===== config.mk =====
export PLATFORM = sky130hd
export DESIGN_NAME = operand_unit
export DESIGN_NICKNAME = d
export VERILOG_FILES = /design/src/hdl/operand_pkg.sv /design/src/hdl/operand_bus_if.sv /design/src/hdl/banked_reg_file.sv /design/src/hdl/operand_decode.sv /design/src/hdl/operand_shifter.sv /design/src/hdl/operand_unit.sv
export VERILOG_INCLUDE_DIRS = /design/src /design/src/include
export SDC_FILE = /design/constraint.sdc
export NUM_CORES = 2
export LEC_CHECK = 0
export BUFFER_PORTS_ARGS = -buffer_cell sky130_fd_sc_hd__buf_2
export CAP_MARGIN = 15
export CORE_MARGIN = 5
export CORE_UTILIZATION = 48
export DETAILED_ROUTE_END_ITERATION = 16
export PLACE_DENSITY_LB_ADDON = 0.2
export REMOVE_ABC_BUFFERS = 1
export SYNTH_ARGS = -nofsm -noshare
export SYNTH_HDL_FRONTEND = slang
export SYNTH_HIERARCHICAL = 1
export SYNTH_SLANG_ARGS = --single-unit

===== constraint.sdc =====
create_clock -name clk -period 43.6 [get_ports clk]
set_input_delay 2.18 -clock clk [delete_from_list [all_inputs] [get_ports clk]]
set_output_delay 2.18 -clock clk [all_outputs]
set_load 0.01 [all_outputs]

===== src/include/operand_consts.svh =====
`ifndef OPERAND_CONSTS_SVH
`define OPERAND_CONSTS_SVH

// datapath widths
`define WORD_WIDTH        32
`define REG_ADDR_WIDTH    4
`define BANK_INDEX_WIDTH  5
`define MODE_WIDTH        3
`define SHIFT_OP_WIDTH    2
`define SHIFT_AMT_WIDTH   8

// register file shape
`define BANK_DEPTH        30
`define PC_REG            4'd15
`define PC_READ_OFFSET    32'd8

// processor modes
`define MODE_USR          3'd0
`define MODE_FIQ          3'd1
`define MODE_IRQ          3'd2
`define MODE_SVC          3'd3
`define MODE_UND          3'd4
`define MODE_ABT          3'd5

// shift kinds, instr bits 6:5
`define SH_LSL            2'd0
`define SH_LSR            2'd1
`define SH_ASR            2'd2
`define SH_ROR            2'd3

// op field, instr bits 27:26
`define OP_DATA           2'd0
`define OP_MEM            2'd1
`define OP_BRANCH         2'd2
`define OP_OTHER          2'd3

// branch and exchange, instr bits 7:4
`define BX_PATTERN        4'b0001

`endif


===== src/hdl/operand_pkg.sv =====
`include "operand_consts.svh"

package operand_pkg;

    //////////////////////////////
    // datapath values

    // data word, also pc and immediates
    typedef logic [`WORD_WIDTH-1:0] word_t;

    // architectural register number r0..r15
    typedef logic [`REG_ADDR_WIDTH-1:0] reg_addr_t;

    // physical slot in the banked file
    typedef logic [`BANK_INDEX_WIDTH-1:0] bank_index_t;

    //////////////////////////////
    // control fields

    // current processor mode
    typedef logic [`MODE_WIDTH-1:0] cpu_mode_t;

    // lsl, lsr, asr, ror
    typedef logic [`SHIFT_OP_WIDTH-1:0] shift_op_t;

    // immediate amount or bottom byte of rs
    typedef logic [`SHIFT_AMT_WIDTH-1:0] shift_amt_t;

endpackage


===== src/hdl/operand_bus_if.sv =====
interface operand_bus_if;

    import operand_pkg::*;

    // one decoded item per strobe
    logic       valid;
    word_t      rn_value;
    // value to shift, or the extended immediate
    word_t      base;
    shift_op_t  shift_op;
    shift_amt_t shift_amt;
    // base goes out unshifted
    logic       pass_through;

    modport producer (
        output valid, rn_value, base, shift_op, shift_amt, pass_through
    );

    modport consumer (
        input valid, rn_value, base, shift_op, shift_amt, pass_through
    );

endinterface


===== src/hdl/banked_reg_file.sv =====
`include "operand_consts.svh"

module banked_reg_file (
    input  logic                  clk,
    input  logic                  reset,
    input  operand_pkg::cpu_mode_t mode,
    input  operand_pkg::word_t     pc,
    input  operand_pkg::reg_addr_t ra_n,
    input  operand_pkg::reg_addr_t ra_m,
    input  operand_pkg::reg_addr_t ra_s,
    input  logic                  we,
    input  operand_pkg::reg_addr_t wa,
    input  operand_pkg::word_t     wd,
    output operand_pkg::word_t     rd_n,
    output operand_pkg::word_t     rd_m,
    output operand_pkg::word_t     rd_s
);

    import operand_pkg::*;

    // slot layout
    // 0..14 user r0..r14, 15..21 fiq r8..r14, then r13/r14 pairs
    localparam bank_index_t USR_SP_SLOT = 5'd13;
    localparam bank_index_t FIQ_SP_SLOT = 5'd20;
    localparam bank_index_t IRQ_SP_SLOT = 5'd22;
    localparam bank_index_t SVC_SP_SLOT = 5'd24;
    localparam bank_index_t UND_SP_SLOT = 5'd26;
    localparam bank_index_t ABT_SP_SLOT = 5'd28;
    localparam bank_index_t FIQ_OFFSET  = 5'd7;

    word_t       bank [`BANK_DEPTH];
    word_t       pc_plus8;
    bank_index_t wr_slot;
    logic        wr_en;

    // r13 slot for the given mode, r14 sits right after it
    function automatic bank_index_t sp_slot(cpu_mode_t m);
        case (m)
            `MODE_USR: return USR_SP_SLOT;
            `MODE_FIQ: return FIQ_SP_SLOT;
            `MODE_IRQ: return IRQ_SP_SLOT;
            `MODE_SVC: return SVC_SP_SLOT;
            `MODE_UND: return UND_SP_SLOT;
            `MODE_ABT: return ABT_SP_SLOT;
            default:   return USR_SP_SLOT;
        endcase
    endfunction

    // architectural number plus mode to physical slot
    function automatic bank_index_t slot_of(cpu_mode_t m, reg_addr_t a);
        bank_index_t slot;
        slot = bank_index_t'(a);
        if (a == 4'd13 || a == 4'd14) begin
            slot = sp_slot(m) + bank_index_t'(a == 4'd14);
        end else if (m == `MODE_FIQ && a >= 4'd8 && a != `PC_REG) begin
            slot = bank_index_t'(a) + FIQ_OFFSET;
        end
        return slot;
    endfunction

    // r15 is not stored, it reads as pc + 8
    function automatic word_t read_port(cpu_mode_t m, reg_addr_t a);
        if (a == `PC_REG) begin
            return pc_plus8;
        end
        return bank[slot_of(m, a)];
    endfunction

    assign pc_plus8 = pc + `PC_READ_OFFSET;

    //////////////////////////////
    // read ports

    always_comb begin
        rd_n = read_port(mode, ra_n);
        rd_m = read_port(mode, ra_m);
        rd_s = read_port(mode, ra_s);
    end

    //////////////////////////////
    // write port

    // writes to pc are dropped here
    assign wr_en   = we && (wa != `PC_REG);
    assign wr_slot = slot_of(mode, wa);

    always_ff @(posedge clk or posedge reset) begin
        if (reset) begin
            for (int i = 0; i < `BANK_DEPTH; i++) begin
                bank[i] <= '0;
            end
        end else if (wr_en) begin
            bank[wr_slot] <= wd;
        end
    end

endmodule


===== src/hdl/operand_decode.sv =====
`include "operand_consts.svh"

module operand_decode (
    input  logic                   clk,
    input  logic                   reset,
    input  logic                   instr_valid,
    input  operand_pkg::word_t     instr,
    input  operand_pkg::cpu_mode_t mode,
    input  operand_pkg::word_t     pc,
    input  logic                   reg_we,
    input  operand_pkg::reg_addr_t reg_wa,
    input  operand_pkg::word_t     reg_wd,
    operand_bus_if.producer        bus
);

    import operand_pkg::*;

    logic [1:0] op;
    logic       imm_flag;
    reg_addr_t  ra_n;
    reg_addr_t  ra_m;
    reg_addr_t  ra_s;
    word_t      rd_n;
    word_t      rd_m;
    word_t      rd_s;

    word_t      next_base;
    shift_op_t  next_shift_op;
    shift_amt_t next_shift_amt;
    logic       next_pass;

    //////////////////////////////
    // field extraction

    assign op       = instr[27:26];
    assign imm_flag = instr[25];
    assign ra_n     = instr[19:16];
    assign ra_m     = instr[3:0];
    assign ra_s     = instr[11:8];

    banked_reg_file reg_file_i (
        .clk   (clk),
        .reset (reset),
        .mode  (mode),
        .pc    (pc),
        .ra_n  (ra_n),
        .ra_m  (ra_m),
        .ra_s  (ra_s),
        .we    (reg_we),
        .wa    (reg_wa),
        .wd    (reg_wd),
        .rd_n  (rd_n),
        .rd_m  (rd_m),
        .rd_s  (rd_s)
    );

    //////////////////////////////
    // operand 2 selection

    // default is rm passed through, covers bx and op 11
    always_comb begin
        next_base      = rd_m;
        next_shift_op  = `SH_LSL;
        next_shift_amt = '0;
        next_pass      = 1'b1;
        case (op)
            `OP_DATA: begin
                if (imm_flag) begin
                    next_base = word_t'(instr[7:0]);
                end else if (instr[7:4] != `BX_PATTERN) begin
                    next_pass     = 1'b0;
                    next_shift_op = shift_op_t'(instr[6:5]);
                    // bit 4 picks rs over the 5-bit immediate
                    if (instr[4]) begin
                        next_shift_amt = shift_amt_t'(rd_s[7:0]);
                    end else begin
                        next_shift_amt = shift_amt_t'(instr[11:7]);
                    end
                end
            end
            `OP_MEM: begin
                next_base = word_t'(instr[11:0]);
            end
            `OP_BRANCH: begin
                // word offset, sign extended
                next_base = {{6{instr[23]}}, instr[23:0], 2'b00};
            end
            `OP_OTHER: begin
                next_base = rd_m;
            end
            default: begin
                next_base = rd_m;
            end
        endcase
    end

    //////////////////////////////
    // stage 1 registers

    always_ff @(posedge clk or posedge reset) begin
        if (reset) begin
            bus.valid <= 1'b0;
        end else begin
            bus.valid <= instr_valid;
        end
    end

    // payload only moves with a valid instruction
    always_ff @(posedge clk) begin
        if (instr_valid) begin
            bus.rn_value     <= rd_n;
            bus.base         <= next_base;
            bus.shift_op     <= next_shift_op;
            bus.shift_amt    <= next_shift_amt;
            bus.pass_through <= next_pass;
        end
    end

endmodule


===== src/hdl/operand_shifter.sv =====
`include "operand_consts.svh"

module operand_shifter (
    input  logic               clk,
    input  logic               reset,
    operand_bus_if.consumer    bus,
    output logic               out_valid,
    output operand_pkg::word_t rn_value,
    output operand_pkg::word_t operand2
);

    import operand_pkg::*;

    localparam int ROT_BITS = $clog2(`WORD_WIDTH);

    logic [ROT_BITS-1:0]      rot;
    logic                     saturate;
    logic [2*`WORD_WIDTH-1:0] ror_wide;
    word_t                    shifted;
    word_t                    next_operand2;

    //////////////////////////////
    // barrel shifter

    // amounts of 32 and up saturate, ror only looks at the low bits
    assign rot      = bus.shift_amt[ROT_BITS-1:0];
    assign saturate = (bus.shift_amt >= shift_amt_t'(`WORD_WIDTH));
    assign ror_wide = {bus.base, bus.base} >> rot;

    always_comb begin
        shifted = bus.base;
        if (bus.shift_amt != '0) begin
            case (bus.shift_op)
                `SH_LSL: begin
                    shifted = saturate ? '0 : (bus.base << rot);
                end
                `SH_LSR: begin
                    shifted = saturate ? '0 : (bus.base >> rot);
                end
                `SH_ASR: begin
                    if (saturate) begin
                        shifted = {`WORD_WIDTH{bus.base[`WORD_WIDTH-1]}};
                    end else begin
                        shifted = word_t'($signed(bus.base) >>> rot);
                    end
                end
                `SH_ROR: begin
                    shifted = ror_wide[`WORD_WIDTH-1:0];
                end
                default: begin
                    shifted = bus.base;
                end
            endcase
        end
    end

    // immediates, bx and op 11 skip the shifter
    assign next_operand2 = bus.pass_through ? bus.base : shifted;

    //////////////////////////////
    // stage 2 registers

    always_ff @(posedge clk or posedge reset) begin
        if (reset) begin
            out_valid <= 1'b0;
        end else begin
            out_valid <= bus.valid;
        end
    end

    always_ff @(posedge clk) begin
        if (bus.valid) begin
            rn_value <= bus.rn_value;
            operand2 <= next_operand2;
        end
    end

endmodule


===== src/hdl/operand_unit.sv =====
module operand_unit (
    input  logic                   clk,
    input  logic                   reset,

    // instruction side
    input  logic                   instr_valid,
    input  operand_pkg::word_t     instr,
    input  operand_pkg::cpu_mode_t mode,
    input  operand_pkg::word_t     pc,

    // write back from the core
    input  logic                   reg_we,
    input  operand_pkg::reg_addr_t reg_wa,
    input  operand_pkg::word_t     reg_wd,

    // results, two cycles after instr_valid
    output logic                   out_valid,
    output operand_pkg::word_t     rn_value,
    output operand_pkg::word_t     operand2
);

    // decode to shifter link
    operand_bus_if bus_i ();

    //////////////////////////////
    // stage 1 decode and reads

    operand_decode decode_i (
        .clk         (clk),
        .reset       (reset),
        .instr_valid (instr_valid),
        .instr       (instr),
        .mode        (mode),
        .pc          (pc),
        .reg_we      (reg_we),
        .reg_wa      (reg_wa),
        .reg_wd      (reg_wd),
        .bus         (bus_i.producer)
    );

    //////////////////////////////
    // stage 2 shift and select

    operand_shifter shifter_i (
        .clk       (clk),
        .reset     (reset),
        .bus       (bus_i.consumer),
        .out_valid (out_valid),
        .rn_value  (rn_value),
        .operand2  (operand2)
    );

endmodule


==> impl_metrics.env <==
export IMPL_outcome="finished clean"
export IMPL_hold_depth=0
export IMPL_rows=139
export IMPL_arrival_ns=8.37
export IMPL_dr_pass1_iters=7
export IMPL_tritoncts_num_buffers=131
export IMPL_slew_headroom=0.1703
export IMPL_fin_crit_sh=0.1798
export IMPL_max_cap_viol_count=0
export IMPL_crit_fanout=124
export IMPL_slowest_stage="buf_4"
export IMPL_power_density_nw_per_um2=47.18
export IMPL_ir_drop_mv=0.03573
export IMPL_h_tree_depth=4
export IMPL_drc_errors=0
export IMPL_cts_hold_buf=0
export IMPL_final_antenna_net_count=0
export IMPL_cts_setup_buffers=0
export IMPL_r2r_cells=9
export IMPL_core_sq_um=143300
export IMPL_final_common_cell="nand2_1"
export IMPL_end_kind="flop"
export IMPL_grt_max_degree=172
export IMPL_final_cell_mix="nand2_1, mux2_2, dfrtp_1"
export IMPL_slew_viol_final=0
export IMPL_io_buffers=166
export IMPL_crit_chain="buf_2, inv_1, ha_1, o211ai_1, o211ai_1, o211ai_4, buf_12, buf_4, buf_4, mux2i_1, o22ai_1, o32ai_1, a31oi_1, and3_1, nand2_1, nand2_1, a22o_1"
export IMPL_fin_tns_setup_ns=0
export IMPL_clock_skew_ns=0.02371
export IMPL_wire_per_inst_um=31.28
export IMPL_gp_congestion=0.9991
export IMPL_die_area_sq_um=151600
export IMPL_totalWireLength_um=283700
export IMPL_drive_gt1_frac=0.2370
export IMPL_dr_total_vias=61370
export IMPL_area_growth_pct=7.873
export IMPL_cp_required_ns=44.13
export IMPL_overflow=0
export IMPL_ios=172
export IMPL_finalCriticalPeriod_ns=7.840
export IMPL_clockBufferDepth=3
export IMPL_regArea_sq_um=28250
export IMPL_syn_inst=7397
export IMPL_cts_resized_gates=0
export IMPL_setup_viol=0
export IMPL_die_h_um=389.4
export IMPL_critPathKind="primary input to flop"
export IMPL_start_util=0.4821
export IMPL_syn_area_sq_um=69090
export IMPL_nets=7178
export IMPL_p_leak_nw=32.20
export IMPL_grt_util_all_layers=0.3631
export IMPL_detail_route_iter0_violations=8260
export IMPL_hp_class="flop to flop"
export IMPL_avgViaCountPerCell=6.767
export IMPL_rsz0062_at_grt="false"
export IMPL_fillCellCount=13060
export IMPL_tightest_slew_ns=1.245
export IMPL_fmax_mhz=127.5
export IMPL_crit_path_max_incr_delay_ns=0.81
export IMPL_grt_pass1_vias=57780
export IMPL_clock_latency_ns=0.79
export IMPL_antenna_found_initial=35
export IMPL_cts_clk_slew_worst_paths_ns=0.05
export IMPL_hpwlAfterDp_um=166000
export IMPL_multi_input_area_sq_um=37360
export IMPL_hold_viol=0
export IMPL_die_w_um=389.4
export IMPL_grt_pass1_wl_um=409400
export IMPL_cts_root_buf="clkbuf_16"
export IMPL_ys_warn_count=6
export IMPL_avgSynthCellArea_sq_um=9.340
export IMPL_postLayoutSetupSlackWorst_ns=35.76
export IMPL_cts_sinks=1101
export IMPL_cp_start_kind="primary input"
export IMPL_cts_tree="yes"
export IMPL_post_place_ws_ns=35.34
[path summary, 6_finish.rpt]
kind,from,endpoint,slack [ns]
setup / recovery,instr[0],decode_i/bus.base[27],35.76
hold / removal,decode_i/bus.rn_value[30],shifter_i/rn_value[30],0.41
setup reg to reg,decode_i/bus.shift_amt[0],shifter_i/operand2[26],39.18
hold reg to reg,decode_i/bus.rn_value[30],shifter_i/rn_value[30],0.41
max in group asynchronous,reset,decode_i/reg_file_i/bank[904],38.18
min in group asynchronous,reset,decode_i/bus.valid,1.29
[state kept, by name, indices dropped and copies added (netlist names)]
signal and cells:
shifter_i/out_valid 1, decode_i/bus.base 32, decode_i/bus.shift_amt 8, decode_i/bus.shift_op 2, shifter_i/rn_value 32, decode_i/reg_file_i/bank 960
shifter_i/operand2 32, decode_i/bus.pass_through 1, decode_i/bus.rn_value 32, decode_i/bus.valid 1
[layout make-up]
class                   count  share of cell area
flip-flops and latches   1101              0.3791
multi-input cells        5474              0.5013
clock buffers             186             0.05129
inverters                  28            0.001511
repair buffers            313             0.02767
clock inverters            47            0.006665
well taps                1903             0.03195
diodes                     17           0.0005708
[layer usage]
layer | up-vias | share of wire | wire length (um) | GRT usage
li1 | 25850 | - | - | -
met1 | 30410 | 0.38 | 108200 | 0.4738
met2 | 4063 | 0.43 | 120600 | 0.5296
met3 | 1027 | 0.12 | 34040 | 0.1123
met4 | 20 | 0.073 | 20670 | 0.2186
met5 | - | 0.00047 | 132 | 0
[report_power, final]
group | switching (W) | leakage (nW) | internal, W | total, W
registers | 0.000198 | 13.9 | 0.00128 | 0.00148
clock network | 0.000465 | 2.13 | 0.000654 | 0.00112
logic | 0.000528 | 16.2 | 0.000390 | 0.000918
[metrics by stage]
stage | util | instance area, sq um | total power (W) | cells | hold slack (ns)
floorplan | - | 65280 | 0.002112 | 6603 | 0.4003
global placement | 0.4895 | 70140 | 0.002358 | 8818 | 0.4016
detailed placement | 0.4895 | 70140 | 0.002382 | 8818 | 0.4054
CTS | 0.5196 | 74460 | 0.003501 | 9051 | 0.4135
global route | 0.5198 | 74490 | 0.003670 | 9054 | 0.4180
finish | 0.5200 | 74530 | 0.003516 | 9069 | 0.4114
[worst max-delay path: cells and delay by family]
kind,cells,cell delay [ns]
and+or+nand+nor,3,0.53
adders and majority gates,1,0.26
buffers and inverters,5,2.46
AOI/OAI and AO/OA,7,2.29
muxes,1,0.26
No activity file was read; power rests on OpenSTA's default activity.
